--- src/periph_pkg.sv ---
package periph_pkg;

	////////////////////////////////////////////////////////////
	// Bus and register widths
	////////////////////////////////////////////////////////////
	localparam int BUS_DW    = 32;
	localparam int REG_DW    = 8;
	localparam int BUS_AW    = 8;

	// Block select in adr[7:4], register offset in adr[1:0]
	localparam int SLV_W     = 4;
	localparam int REG_OFS_W = 2;

	typedef enum logic [1:0] {
		SLV_GPIO = 2'd0,
		SLV_FIFO = 2'd1,
		SLV_IRQ  = 2'd2,
		SLV_NONE = 2'd3
	} slave_e;

	typedef enum logic {
		ST_IDLE = 1'b0,
		ST_ACK  = 1'b1
	} bus_state_e;

	////////////////////////////////////////////////////////////
	// Register offsets
	////////////////////////////////////////////////////////////
	localparam logic [REG_OFS_W-1:0] GPIO_DATA = 2'd0;
	localparam logic [REG_OFS_W-1:0] GPIO_DIR  = 2'd1;
	localparam logic [REG_OFS_W-1:0] FIFO_DATA = 2'd0;
	localparam logic [REG_OFS_W-1:0] FIFO_STAT = 2'd1;
	localparam logic [REG_OFS_W-1:0] IRQ_PEND  = 2'd0;
	localparam logic [REG_OFS_W-1:0] IRQ_MASK  = 2'd1;

	// Interrupt source bits
	localparam int IRQ_GPIO = 0;
	localparam int IRQ_FIFO = 1;
	localparam int IRQ_N    = 2;

endpackage

--- src/stream_fifo.sv ---
`timescale 1ns/100ps

module stream_fifo #(
	parameter int DEPTH = 8
) (
	input  logic                            wb_clk_i,
	input  logic                            rst_i,
	input  logic                            push_i,
	input  logic [periph_pkg::REG_DW-1:0]   push_dat_i,
	input  logic                            pop_i,
	output logic [periph_pkg::REG_DW-1:0]   head_o,
	output logic                            full_o,
	output logic                            empty_o
);

	localparam int AW    = (DEPTH > 1) ? $clog2(DEPTH) : 1;
	localparam int CNT_W = AW + 1;

	logic [periph_pkg::REG_DW-1:0] mem [DEPTH];
	logic [AW-1:0]                 wr_ptr_q;
	logic [AW-1:0]                 rd_ptr_q;
	logic [CNT_W-1:0]              count_q;
	logic                          do_push;
	logic                          do_pop;

	// Overflow and underflow attempts are dropped
	assign do_push = push_i & ~full_o;
	assign do_pop  = pop_i & ~empty_o;

	assign full_o  = (count_q == CNT_W'(DEPTH));
	assign empty_o = (count_q == '0);

	////////////////////////////////////////////////////////////
	// Pointers and occupancy
	////////////////////////////////////////////////////////////
	always_ff @(posedge wb_clk_i) begin
		if (rst_i) begin
			wr_ptr_q <= '0;
			rd_ptr_q <= '0;
			count_q  <= '0;
		end else begin
			if (do_push) begin
				wr_ptr_q <= (wr_ptr_q == AW'(DEPTH - 1)) ? '0 : wr_ptr_q + 1'b1;
			end
			if (do_pop) begin
				rd_ptr_q <= (rd_ptr_q == AW'(DEPTH - 1)) ? '0 : rd_ptr_q + 1'b1;
			end
			case ({do_push, do_pop})
				2'b10:   count_q <= count_q + 1'b1;
				2'b01:   count_q <= count_q - 1'b1;
				default: count_q <= count_q;
			endcase
		end
	end

	// Storage
	always_ff @(posedge wb_clk_i) begin
		if (do_push) begin
			mem[wr_ptr_q] <= push_dat_i;
		end
	end

	// First word falls through
	assign head_o = mem[rd_ptr_q];

endmodule

--- src/periph_bus_ctrl.sv ---
`timescale 1ns/100ps

module periph_bus_ctrl (
	input  logic                                wb_clk_i,
	input  logic                                rst_i,
	input  logic                                wb_cyc_i,
	input  logic                                wb_stb_i,
	input  logic                                wb_we_i,
	input  logic [periph_pkg::BUS_AW-1:0]       wb_adr_i,
	input  logic [3:0]                          wb_sel_i,
	input  logic [periph_pkg::BUS_DW-1:0]       wb_dat_i,
	output logic [periph_pkg::BUS_DW-1:0]       wb_dat_o,
	output logic                                wb_ack_o,
	output logic [periph_pkg::REG_OFS_W-1:0]    reg_ofs_o,
	output logic [periph_pkg::REG_DW-1:0]       reg_wdat_o,
	output logic                                gpio_we_o,
	output logic                                fifo_we_o,
	output logic                                fifo_re_o,
	output logic                                irq_we_o,
	input  logic [periph_pkg::REG_DW-1:0]       gpio_rdat_i,
	input  logic [periph_pkg::REG_DW-1:0]       fifo_rdat_i,
	input  logic [periph_pkg::REG_DW-1:0]       irq_rdat_i
);

	periph_pkg::bus_state_e                 state_q;
	periph_pkg::slave_e                     slv_dec;
	periph_pkg::slave_e                     slv_q;
	logic                                   we_q;
	logic [periph_pkg::REG_OFS_W-1:0]       ofs_q;
	logic [periph_pkg::REG_DW-1:0]          lane_dat;
	logic [periph_pkg::REG_DW-1:0]          wdat_q;
	logic [periph_pkg::REG_DW-1:0]          rdat_sel;
	logic                                   req;
	logic                                   ack;

	assign req = wb_cyc_i & wb_stb_i;
	assign ack = (state_q == periph_pkg::ST_ACK);

	////////////////////////////////////////////////////////////
	// Address decode and byte lane narrowing
	////////////////////////////////////////////////////////////
	always_comb begin
		case (wb_adr_i[periph_pkg::BUS_AW-1 -: periph_pkg::SLV_W])
			0:       slv_dec = periph_pkg::SLV_GPIO;
			1:       slv_dec = periph_pkg::SLV_FIFO;
			2:       slv_dec = periph_pkg::SLV_IRQ;
			default: slv_dec = periph_pkg::SLV_NONE;
		endcase
	end

	// Only one sel bit is set, so the loop picks a single lane
	always_comb begin
		lane_dat = '0;
		for (int i = 0; i < 4; i++) begin
			if (wb_sel_i[i]) begin
				lane_dat = wb_dat_i[i*periph_pkg::REG_DW +: periph_pkg::REG_DW];
			end
		end
	end

	// Two-state handshake FSM
	always_ff @(posedge wb_clk_i) begin
		if (rst_i) begin
			state_q <= periph_pkg::ST_IDLE;
		end else begin
			case (state_q)
				periph_pkg::ST_IDLE: begin
					if (req) begin
						state_q <= periph_pkg::ST_ACK;
					end
				end
				default: state_q <= periph_pkg::ST_IDLE;
			endcase
		end
	end

	// Request fields held for the ack cycle
	always_ff @(posedge wb_clk_i) begin
		if ((state_q == periph_pkg::ST_IDLE) && req) begin
			slv_q  <= slv_dec;
			we_q   <= wb_we_i;
			ofs_q  <= wb_adr_i[periph_pkg::REG_OFS_W-1:0];
			wdat_q <= lane_dat;
		end
	end

	////////////////////////////////////////////////////////////
	// Block strobes and read return
	////////////////////////////////////////////////////////////
	assign gpio_we_o = ack & we_q & (slv_q == periph_pkg::SLV_GPIO);
	assign fifo_we_o = ack & we_q & (slv_q == periph_pkg::SLV_FIFO);
	assign fifo_re_o = ack & ~we_q & (slv_q == periph_pkg::SLV_FIFO);
	assign irq_we_o  = ack & we_q & (slv_q == periph_pkg::SLV_IRQ);

	always_comb begin
		case (slv_q)
			periph_pkg::SLV_GPIO: rdat_sel = gpio_rdat_i;
			periph_pkg::SLV_FIFO: rdat_sel = fifo_rdat_i;
			periph_pkg::SLV_IRQ:  rdat_sel = irq_rdat_i;
			default:              rdat_sel = '0;
		endcase
	end

	// Same byte on every lane
	assign wb_dat_o   = {4{rdat_sel}};
	assign wb_ack_o   = ack;
	assign reg_ofs_o  = ofs_q;
	assign reg_wdat_o = wdat_q;

endmodule

--- src/gpio_port.sv ---
`timescale 1ns/100ps

module gpio_port #(
	parameter int GPIO_W = 8
) (
	input  logic                                wb_clk_i,
	input  logic                                rst_i,
	input  logic [periph_pkg::REG_OFS_W-1:0]    reg_ofs_i,
	input  logic [periph_pkg::REG_DW-1:0]       reg_wdat_i,
	input  logic                                reg_we_i,
	output logic [periph_pkg::REG_DW-1:0]       reg_rdat_o,
	input  logic [GPIO_W-1:0]                   gpio_i,
	output logic [GPIO_W-1:0]                   gpio_o,
	output logic [GPIO_W-1:0]                   gpio_oe_o,
	output logic                                gpio_event_o
);

	logic [GPIO_W-1:0] out_q;
	logic [GPIO_W-1:0] dir_q;
	logic [GPIO_W-1:0] in_q;
	logic [GPIO_W-1:0] in_prev_q;

	// Output and direction registers, 1 = driven
	always_ff @(posedge wb_clk_i) begin
		if (rst_i) begin
			out_q <= '0;
			dir_q <= '0;
		end else if (reg_we_i) begin
			if (reg_ofs_i == periph_pkg::GPIO_DATA) begin
				out_q <= reg_wdat_i[GPIO_W-1:0];
			end
			if (reg_ofs_i == periph_pkg::GPIO_DIR) begin
				dir_q <= reg_wdat_i[GPIO_W-1:0];
			end
		end
	end

	// Input sampling and change detect
	always_ff @(posedge wb_clk_i) begin
		if (rst_i) begin
			in_q      <= '0;
			in_prev_q <= '0;
		end else begin
			in_q      <= gpio_i;
			in_prev_q <= in_q;
		end
	end

	assign gpio_event_o = |(in_q ^ in_prev_q);

	// Driven bits read back from the output register
	always_comb begin
		reg_rdat_o = '0;
		case (reg_ofs_i)
			periph_pkg::GPIO_DATA: reg_rdat_o[GPIO_W-1:0] = (out_q & dir_q) | (in_q & ~dir_q);
			periph_pkg::GPIO_DIR:  reg_rdat_o[GPIO_W-1:0] = dir_q;
			default:               reg_rdat_o = '0;
		endcase
	end

	assign gpio_o    = out_q;
	assign gpio_oe_o = dir_q;

endmodule

--- src/fifo_bridge.sv ---
`timescale 1ns/100ps

module fifo_bridge #(
	parameter int FIFO_DEPTH = 8
) (
	input  logic                                wb_clk_i,
	input  logic                                rst_i,
	input  logic [periph_pkg::REG_OFS_W-1:0]    reg_ofs_i,
	input  logic [periph_pkg::REG_DW-1:0]       reg_wdat_i,
	input  logic                                reg_we_i,
	input  logic                                reg_re_i,
	output logic [periph_pkg::REG_DW-1:0]       reg_rdat_o,
	input  logic [periph_pkg::REG_DW-1:0]       s2m_dat_i,
	input  logic                                s2m_we_i,
	output logic                                s2m_full_o,
	output logic                                s2m_empty_o,
	output logic [periph_pkg::REG_DW-1:0]       m2s_dat_o,
	input  logic                                m2s_re_i,
	output logic                                m2s_full_o,
	output logic                                m2s_empty_o,
	output logic                                fifo_event_o
);

	logic [periph_pkg::REG_DW-1:0] s2m_head;
	logic                          data_sel;

	assign data_sel = (reg_ofs_i == periph_pkg::FIFO_DATA);

	////////////////////////////////////////////////////////////
	// Stream to bus
	////////////////////////////////////////////////////////////
	stream_fifo #(
		.DEPTH      (FIFO_DEPTH)
	) u_s2m (
		.wb_clk_i   (wb_clk_i),
		.rst_i      (rst_i),
		.push_i     (s2m_we_i),
		.push_dat_i (s2m_dat_i),
		.pop_i      (reg_re_i & data_sel),
		.head_o     (s2m_head),
		.full_o     (s2m_full_o),
		.empty_o    (s2m_empty_o)
	);

	////////////////////////////////////////////////////////////
	// Bus to stream
	////////////////////////////////////////////////////////////
	stream_fifo #(
		.DEPTH      (FIFO_DEPTH)
	) u_m2s (
		.wb_clk_i   (wb_clk_i),
		.rst_i      (rst_i),
		.push_i     (reg_we_i & data_sel),
		.push_dat_i (reg_wdat_i),
		.pop_i      (m2s_re_i),
		.head_o     (m2s_dat_o),
		.full_o     (m2s_full_o),
		.empty_o    (m2s_empty_o)
	);

	// Data window returns zero when s2m is empty
	always_comb begin
		case (reg_ofs_i)
			periph_pkg::FIFO_DATA: reg_rdat_o = s2m_empty_o ? '0 : s2m_head;
			periph_pkg::FIFO_STAT: begin
				reg_rdat_o    = '0;
				reg_rdat_o[3:0] = {m2s_full_o, m2s_empty_o, s2m_full_o, s2m_empty_o};
			end
			default:               reg_rdat_o = '0;
		endcase
	end

	// Level event while data waits for the bus
	assign fifo_event_o = ~s2m_empty_o;

endmodule

--- src/irq_ctrl.sv ---
`timescale 1ns/100ps

module irq_ctrl (
	input  logic                                wb_clk_i,
	input  logic                                rst_i,
	input  logic [periph_pkg::REG_OFS_W-1:0]    reg_ofs_i,
	input  logic [periph_pkg::REG_DW-1:0]       reg_wdat_i,
	input  logic                                reg_we_i,
	output logic [periph_pkg::REG_DW-1:0]       reg_rdat_o,
	input  logic                                gpio_event_i,
	input  logic                                fifo_event_i,
	output logic                                irq_o
);

	logic [periph_pkg::IRQ_N-1:0] pend_q;
	logic [periph_pkg::IRQ_N-1:0] mask_q;
	logic [periph_pkg::IRQ_N-1:0] events;
	logic [periph_pkg::IRQ_N-1:0] pend_clr;

	always_comb begin
		events                      = '0;
		events[periph_pkg::IRQ_GPIO] = gpio_event_i;
		events[periph_pkg::IRQ_FIFO] = fifo_event_i;
	end

	// Write one to clear
	assign pend_clr = (reg_we_i && (reg_ofs_i == periph_pkg::IRQ_PEND)) ?
		reg_wdat_i[periph_pkg::IRQ_N-1:0] : '0;

	// A new event beats a clear in the same cycle
	always_ff @(posedge wb_clk_i) begin
		if (rst_i) begin
			pend_q <= '0;
			mask_q <= '0;
		end else begin
			pend_q <= (pend_q & ~pend_clr) | events;
			if (reg_we_i && (reg_ofs_i == periph_pkg::IRQ_MASK)) begin
				mask_q <= reg_wdat_i[periph_pkg::IRQ_N-1:0];
			end
		end
	end

	always_comb begin
		reg_rdat_o = '0;
		case (reg_ofs_i)
			periph_pkg::IRQ_PEND: reg_rdat_o[periph_pkg::IRQ_N-1:0] = pend_q;
			periph_pkg::IRQ_MASK: reg_rdat_o[periph_pkg::IRQ_N-1:0] = mask_q;
			default:              reg_rdat_o = '0;
		endcase
	end

	assign irq_o = |(pend_q & mask_q);

endmodule

--- src/periph_top.sv ---
`timescale 1ns/100ps

module periph_top #(
	parameter int FIFO_DEPTH = 8,
	parameter int GPIO_W     = 8
) (
	input  logic                            wb_clk_i,
	input  logic                            rst_i,
	// Wishbone slave port
	input  logic                            wb_cyc_i,
	input  logic                            wb_stb_i,
	input  logic                            wb_we_i,
	input  logic [periph_pkg::BUS_AW-1:0]   wb_adr_i,
	input  logic [3:0]                      wb_sel_i,
	input  logic [periph_pkg::BUS_DW-1:0]   wb_dat_i,
	output logic [periph_pkg::BUS_DW-1:0]   wb_dat_o,
	output logic                            wb_ack_o,
	// GPIO, pads live outside
	input  logic [GPIO_W-1:0]               gpio_i,
	output logic [GPIO_W-1:0]               gpio_o,
	output logic [GPIO_W-1:0]               gpio_oe_o,
	// Streaming side
	input  logic [periph_pkg::REG_DW-1:0]   s2m_dat_i,
	input  logic                            s2m_we_i,
	output logic                            s2m_full_o,
	output logic                            s2m_empty_o,
	output logic [periph_pkg::REG_DW-1:0]   m2s_dat_o,
	input  logic                            m2s_re_i,
	output logic                            m2s_full_o,
	output logic                            m2s_empty_o,
	output logic                            irq_o
);

	logic [periph_pkg::REG_OFS_W-1:0] reg_ofs;
	logic [periph_pkg::REG_DW-1:0]    reg_wdat;
	logic [periph_pkg::REG_DW-1:0]    gpio_rdat;
	logic [periph_pkg::REG_DW-1:0]    fifo_rdat;
	logic [periph_pkg::REG_DW-1:0]    irq_rdat;
	logic                             gpio_we;
	logic                             fifo_we;
	logic                             fifo_re;
	logic                             irq_we;
	logic                             gpio_event;
	logic                             fifo_event;

	////////////////////////////////////////////////////////////
	// Bus controller
	////////////////////////////////////////////////////////////
	periph_bus_ctrl u_bus_ctrl (
		.wb_clk_i    (wb_clk_i),
		.rst_i       (rst_i),
		.wb_cyc_i    (wb_cyc_i),
		.wb_stb_i    (wb_stb_i),
		.wb_we_i     (wb_we_i),
		.wb_adr_i    (wb_adr_i),
		.wb_sel_i    (wb_sel_i),
		.wb_dat_i    (wb_dat_i),
		.wb_dat_o    (wb_dat_o),
		.wb_ack_o    (wb_ack_o),
		.reg_ofs_o   (reg_ofs),
		.reg_wdat_o  (reg_wdat),
		.gpio_we_o   (gpio_we),
		.fifo_we_o   (fifo_we),
		.fifo_re_o   (fifo_re),
		.irq_we_o    (irq_we),
		.gpio_rdat_i (gpio_rdat),
		.fifo_rdat_i (fifo_rdat),
		.irq_rdat_i  (irq_rdat)
	);

	////////////////////////////////////////////////////////////
	// Register blocks
	////////////////////////////////////////////////////////////
	gpio_port #(
		.GPIO_W       (GPIO_W)
	) u_gpio (
		.wb_clk_i     (wb_clk_i),
		.rst_i        (rst_i),
		.reg_ofs_i    (reg_ofs),
		.reg_wdat_i   (reg_wdat),
		.reg_we_i     (gpio_we),
		.reg_rdat_o   (gpio_rdat),
		.gpio_i       (gpio_i),
		.gpio_o       (gpio_o),
		.gpio_oe_o    (gpio_oe_o),
		.gpio_event_o (gpio_event)
	);

	fifo_bridge #(
		.FIFO_DEPTH   (FIFO_DEPTH)
	) u_fifo (
		.wb_clk_i     (wb_clk_i),
		.rst_i        (rst_i),
		.reg_ofs_i    (reg_ofs),
		.reg_wdat_i   (reg_wdat),
		.reg_we_i     (fifo_we),
		.reg_re_i     (fifo_re),
		.reg_rdat_o   (fifo_rdat),
		.s2m_dat_i    (s2m_dat_i),
		.s2m_we_i     (s2m_we_i),
		.s2m_full_o   (s2m_full_o),
		.s2m_empty_o  (s2m_empty_o),
		.m2s_dat_o    (m2s_dat_o),
		.m2s_re_i     (m2s_re_i),
		.m2s_full_o   (m2s_full_o),
		.m2s_empty_o  (m2s_empty_o),
		.fifo_event_o (fifo_event)
	);

	irq_ctrl u_irq (
		.wb_clk_i     (wb_clk_i),
		.rst_i        (rst_i),
		.reg_ofs_i    (reg_ofs),
		.reg_wdat_i   (reg_wdat),
		.reg_we_i     (irq_we),
		.reg_rdat_o   (irq_rdat),
		.gpio_event_i (gpio_event),
		.fifo_event_i (fifo_event),
		.irq_o        (irq_o)
	);

endmodule

--- config.mk ---
export PLATFORM = sky130hd
export DESIGN_NAME = periph_top
export DESIGN_NICKNAME = d
export VERILOG_FILES = /design/src/periph_pkg.sv /design/src/stream_fifo.sv /design/src/periph_bus_ctrl.sv /design/src/gpio_port.sv /design/src/fifo_bridge.sv /design/src/irq_ctrl.sv /design/src/periph_top.sv
export SDC_FILE = /design/constraint.sdc
export NUM_CORES = 1
export LEC_CHECK = 0
export ABC_AREA = 1
export BUFFER_PORTS_ARGS = -buffer_cell sky130_fd_sc_hd__buf_2
export CAP_MARGIN = 10
export CORE_ASPECT_RATIO = 0.75
export CORE_MARGIN = 5
export CORE_UTILIZATION = 35
export CTS_CLUSTER_SIZE = 25
export DETAILED_ROUTE_END_ITERATION = 10
export PLACE_DENSITY = 0.61
export REMOVE_ABC_BUFFERS = 1
export SYNTH_ARGS = -nofsm -noshare
export SYNTH_HDL_FRONTEND = slang
export SYNTH_HIERARCHICAL = 1
export SYNTH_SLANG_ARGS = --single-unit
--- constraint.sdc ---
create_clock -name wb_clk_i -period 2.3 [get_ports wb_clk_i]
set_input_delay 0.345 -clock wb_clk_i [delete_from_list [all_inputs] [get_ports wb_clk_i]]
set_output_delay 0.345 -clock wb_clk_i [all_outputs]
set_load 0.05 [all_outputs]
* Yosys cells after proc, flatten, opt, wreduce, memory -nomap -nowiden
Memories as Yosys holds them, arrays and structs flattened. A register that Yosys moved wholly into a read port is not among the register bits. Index checks and enable logic that the tools add are counted.
Word-level totals: bits of input ports 67, output and inout bits 62, memories 2, bits in writable memories 128, register bits 70, word-level logic and storage cells 111
Memories:
- u_fifo.u_m2s.mem | words 8, bits a word 8, rd ports 1, clocked after memory_dff 1, write ports 1, line stream_fifo.sv:19 | logic [periph_pkg::REG_DW-1:0] mem [DEPTH];
- u_fifo.u_s2m.mem | words 8, bits a word 8, rd ports 1, clocked after memory_dff 1, write ports 1, line stream_fifo.sv:19
Cells by class: add/subtract/negate cells 8, reductions and logical operators 15, bitwise gates (word level) 28, multiplexer cells 26, eq/ne operators 15
Operators with widths (count):
- 8-bit 2-to-1 mux | 5
- 8-bit one-hot mux with 2 select lines | 2
- 3-bit 2-to-1 mux | 8
- 8-bit one-hot mux with 3 select lines | 1
- 8-bit AND | 2
- 4-bit one-hot mux with 2 select lines | 2
- 1-bit AND | 13
- 3-bit by 1-bit adder with 3-bit output, second input constant | 4
- 3-bit equality test, second input constant | 4
- 4-bit logical NOT | 3
- 4-bit by 1-bit adder with 4-bit output, second input constant | 2
- 2-bit by 1-bit equality test with 1-bit output, second input constant | 4
- 4-bit equality test, second input constant | 2
- 8-bit inverter | 1
- 8-bit bitwise OR | 1
- 8-bit OR reduction | 1
- 4-bit by 1-bit subtractor with 4-bit output, second input constant | 2
- 8-bit XOR | 1
- 2-bit equality test, second input constant | 3
- 1-bit inverter | 6
- 2-bit one-hot mux with 3 select lines | 1
- 1-bit 2-to-1 mux | 5
- 2-bit AND | 2
- 4-bit by 1-bit equality test with 1-bit output, second input constant | 1
- other kinds (10) | 16

* Depth between registers and ports, before layout
word-level depth 7, depth in mapped cells 19, mapped depth without buffers 19

* Cells and area by module
The synthesis kept the hierarchy.
Modules (own cells, without submodules):
- stream_fifo | cells each 274, area an instance 3216.8 um^2, instances 2, sequential area each 2182.1 um^2
- gpio_port | cells each 182, area an instance 1325.0 um^2, instances 1, sequential area each 640.6 um^2
- periph_bus_ctrl | cells each 161, area an instance 1164.9 um^2, instances 1, sequential area each 410.4 um^2
- irq_ctrl | cells each 37, area an instance 250.2 um^2, instances 1, sequential area each 80.1 um^2
- fifo_bridge | cells each 36, area an instance 165.2 um^2, instances 1, sequential area each 0.0 um^2

* Worst setup path after synthesis
Ideal clock, no wire load.
path type register to output, start point reg u_fifo.u_s2m.count_q[1], end point out wb_dat_o[12] (netlist name), arrival time 2.135 ns, setup slack -0.180 ns, stages on the path, launching flop included 10, required time 1.955 ns, cells stage by stage dfxtp_1 nor2_2 nand3_1 inv_1 inv_1 nand2_1 nor2_2 nand2_1 nand3_1 buf_4
Between the ends: cells in the longest elaborated chain, start to end 4
Ends and longest elaborated chain:
- start, declared | line stream_fifo.sv:22 | logic [CNT_W-1:0] count_q;
- start signal, assigned | line stream_fifo.sv:49 | 2'b10: count_q <= count_q + 1'b1;
- start signal, assigned | line stream_fifo.sv:50 | 2'b01: count_q <= count_q - 1'b1;
- start signal, assigned | line stream_fifo.sv:51 | default: count_q <= count_q;
- 4-bit logical NOT | line stream_fifo.sv:31 | assign empty_o = (count_q == '0);
- net s2m_empty_o | line periph_top.sv:26 | output logic s2m_empty_o,
- 8-bit 2-to-1 mux | line fifo_bridge.sv:64 | periph_pkg::FIFO_DATA: reg_rdat_o = s2m_empty_o ? '0 : s2m_head;
- 8-bit one-hot mux with 2 select lines | line fifo_bridge.sv:63 | case (reg_ofs_i)
- net fifo_rdat (one bit) | line periph_top.sv:37 | logic [periph_pkg::REG_DW-1:0] fifo_rdat;
- 8-bit one-hot mux with 3 select lines | line periph_bus_ctrl.sv:96 | case (slv_q)
- end, declared | line periph_top.sv:16 | output logic [periph_pkg::BUS_DW-1:0] wb_dat_o,
The timed path passes the listed nets, and every way through them passes these cells.

==> flow_metrics.env <==
export IMPL_status="finished with violations"
export IMPL_violations="negative setup slack"
export IMPL_ant_nets=0
export IMPL_hold_viol=0
export IMPL_drtIter0Drc=439
export IMPL_ys_seq_area_share_pct=58.8
export IMPL_finalWeightedCongestion=0.840
export IMPL_hpwl_um=15000
export IMPL_n_antenna_cell=0
export IMPL_drive_gt1_share_pct=24.7
export IMPL_first_pass_iters=5
export IMPL_cp_end_kind="primary output"
export IMPL_totalPowerFinal_mw=9.57
export IMPL_synth_cells=964
export IMPL_ys_ff_latch=204
export IMPL_cts_buffer_depth=3
export IMPL_nets=1181
export IMPL_r2r_slack_ns=0.06
export IMPL_overflow=0
export IMPL_numPortBuffers=126
export IMPL_skew_ns=0.0143
export IMPL_ctsRootBufferMaster="clkbuf_16"
export IMPL_setup_ws_ns=-0.190
export IMPL_die_area_um2=30100
export IMPL_placementRows=51
export IMPL_synth_area_um2=9340
export IMPL_grt_pass1_wl_um=32700
export IMPL_startpoint_type="flop"
export IMPL_start_util_pct=35.8
export IMPL_p_per_area_nw_per_um2=830
export IMPL_power_internal_mw=6.75
export IMPL_pwr_share_seq_pct=43.7
export IMPL_syn2layout_area_growth_pct=23.5
export IMPL_synth_distinct_cells=37
export IMPL_grt_pass1_vias=6141
export IMPL_nFillCells=2433
export IMPL_crit_slowest_cell="dfxtp_4"
export IMPL_htree_num_levels=1
export IMPL_drt_drc_violations_left=0
export IMPL_hp_class="in -> reg"
export IMPL_die_y_um=151
export IMPL_worstPathArrival_ns=2.14
export IMPL_crit_fanout=7
export IMPL_wire_per_inst_um=14.7
export IMPL_cp_required_ns=1.96
export IMPL_power_switching_mw=2.82
export IMPL_via_per_inst=4.60
export IMPL_slew_headroom_pct=57.1
export IMPL_vias=6704
export IMPL_clkTransAtPathRegs_ns=0.06
export IMPL_final_setup_tns_ns=-4.88
export IMPL_core_region_area_um2=26100
export IMPL_setup_viol=32
export IMPL_cts_buffers=21
export IMPL_pwr_share_clk_pct=35.3
export IMPL_path_cells="buf_8 > mux2i_4 > o22ai_1 > nand2_1 > nand2_1 > inv_1 > nor2_1 > nand2_1 > nand2_1 > nand2_2 > nand3_4 > buf_8"
export IMPL_max_slew_worst_pin_slew_ns=0.643
export IMPL_grt_usage_pct=13.7
export IMPL_syn_avg_cell_area_um2=9.69
export IMPL_max_freq_mhz=402
export IMPL_cts_tree="built"
export IMPL_totalWireLength_um=21400
export IMPL_crit_type="reg -> out"
export IMPL_rsz0062_at_grt="true"
export IMPL_peakVddDrop_uv=451
export IMPL_finalCriticalPeriod_ns=2.49
export IMPL_clock_latency_ns=0.49
export IMPL_cap_viol_max_count=0
export IMPL_cp_common_cell="nand2_1"
export IMPL_drv_slew=0
export IMPL_antenna_found_initial=0
export IMPL_num_io_pins=129
export IMPL_power_frac_comb_pct=21.0
export IMPL_cts_sinks=204
export IMPL_die_w_um=199
export IMPL_switching_share_pct=29.5
export IMPL_leakagePower_nw=4.76
export IMPL_fin_crit_sh_pct=108
export IMPL_yosys_warnings=6
export IMPL_grt_max_degree=33
export IMPL_slowest_delay_ns=0.43
## state kept, by name (all words and copies together) (netlist names), 3 cells and up, named ones only
signal and cells:
u_fifo/u_m2s/rd_ptr_q 3, u_bus_ctrl/reg_wdat_o 8, u_fifo/u_m2s/wr_ptr_q 3, u_fifo/u_s2m/wr_ptr_q 3, u_gpio/in_prev_q 8, u_fifo/u_s2m/mem 64, u_fifo/u_s2m/count_q 4, u_gpio/gpio_o 8
u_gpio/gpio_oe_o 8, u_fifo/u_s2m/rd_ptr_q 3, u_fifo/u_m2s/mem 64, u_fifo/u_m2s/count_q 4, u_gpio/in_q 8
## layout by cell type, fill, tap and decap left out, types with 3 or more instances in the layout
cell and count:
dfxtp_1 61, nor2_2 19, ha_1 12, inv_1 77, a21oi_2 4, buf_12 3, nor2_4 4, inv_4 4
inv_2 9, nand2_2 10, buf_8 34, conb_1 6, clkinv_1 4, mux2i_1 14, nand3_1 25, nand3_4 9
clkbuf_16 25, o21ai_0 61, nor2_1 148, buf_4 30, o22ai_1 19, o21ai_1 32, buf_2 94, xnor2_1 9
edfxtp_1 141, a211oi_1 4, a21oi_1 38, buf_6 4, nand2_1 178
## routing by layer
| metal | GRT usage, % | routed length, um |
|---|---|---|
| met1 | 19.8 | 10400 |
| met2 | 21.5 | 9620 |
| met3 | 2.39 | 838 |
| met4 | 3.59 | 528 |
| met5 | 0 | 0 |
## power groups by stage
stage               Combinational [mW]  Clock (mW)  Sequential [mW]
floorplan                         1.24           0             4.29
global placement                  1.83           0             4.24
detailed placement                1.85           0             4.25
CTS                               1.93        3.48             4.17
global route                      2.21        3.64             4.20
finish                            2.01        3.38             4.18
## cell usage after synthesis
cell type | instances | area, um2
a211oi_1 | 4 | 30.0
a21oi_1 | 40 | 200
a21oi_2 | 2 | 17.5
buf_2 | 4 | 20.0
buf_4 | 34 | 255
buf_6 | 17 | 191
clkbuf_1 | 2 | 7.51
clkbuf_4 | 2 | 15.0
clkinv_4 | 1 | 8.76
conb_1 | 1 | 3.75
dfxtp_1 | 63 | 1260
edfxtp_1 | 141 | 4230
ha_1 | 14 | 175
inv_1 | 80 | 300
inv_2 | 9 | 33.8
inv_4 | 2 | 12.5
mux2i_1 | 16 | 160
nand2_1 | 185 | 694
nand2_2 | 3 | 18.8
nand2_4 | 2 | 22.5
nand3_1 | 33 | 165
nand3_2 | 2 | 20.0
nand3_4 | 1 | 17.5
nand3b_1 | 2 | 15.0
nand4_1 | 2 | 12.5
nor2_1 | 154 | 578
nor2_2 | 15 | 93.8
nor2_4 | 2 | 22.5
nor2_8 | 1 | 20.0
nor3_1 | 3 | 15.0
nor3b_2 | 2 | 25.0
nor4_1 | 1 | 6.26
o21ai_0 | 65 | 325
o21ai_1 | 29 | 145
o22ai_1 | 19 | 119
xnor2_1 | 9 | 78.8
xor2_1 | 2 | 17.5
## cell families (layout without fill, tap and decap cells)
group                    Yosys count  after routing  share of synthesized area [%]
other                              1              6                         0.0402
AO/OA/AOI/OAI                    159            159                           8.96
flip-flops                       204            204                           58.8
AND/OR/NAND/NOR                  408            408                           18.5
adder cells (fa/ha/maj)           14             14                           1.88
multiplexers                      16             16                           1.71
XOR/XNOR                          11             11                           1.03
buffers and inverters            151            296                           9.04
## layout make-up
cell class	count	area, um2	area share (%)
clock buffers	28	628	5.44
repair buffers	167	1340	11.6
inverters	92	364	3.16
clock inverters	9	72.6	0.629
multi-input cells	614	3200	27.7
well taps	344	430	3.73
flip-flops and latches	204	5500	47.7
## worst max-delay path, delay by kind of cell, from the launching register on
kind	cells	cell delay (ns)
mux	1	0.22
compound gates	1	0.10
simple gates	7	0.48
flops	1	0.43
buf+inv	3	0.39
## path summary, 6_finish.rpt
path                            from                 endpoint  cells after the start
max reg2reg  u_bus_ctrl/reg_ofs_o[0]  u_fifo/u_s2m/count_q[2]                     15
min                          wb_we_i          u_bus_ctrl/we_q                      1
min reg2reg          u_irq/pend_q[1]          u_irq/pend_q[1]                      2
max                             flop              wb_dat_o[0]                     12
## stage by stage
| stage | hold slack (ns) | instances | worst slack (ns) | util [%] | area, um2 |
|---|---|---|---|---|---|
| CTS | 0.0106 | 1453 | -0.188 | 43.2 | 11300 |
| global route | 0.0236 | 1458 | -0.346 | 44.2 | 11500 |
| detailed placement | 0.458 | 1414 | 0.0586 | 39.1 | 10200 |
| finish | 0.0372 | 1458 | -0.190 | 44.2 | 11500 |
| global placement | 0.454 | 1414 | 0.0875 | 39.1 | 10200 |
| floorplan | 0.414 | 910 | -1.27 | - | 8870 |
## repair_timing
action	CTS	global route
hold buffers	0	0
pin swaps	0	25
buffers inserted	2	3
gates cloned	0	2
hold endpoints to repair	0	0
gates resized for setup	94	66
endpoints found under the setup margin	32	45
(Power assumes the default switching activity.)
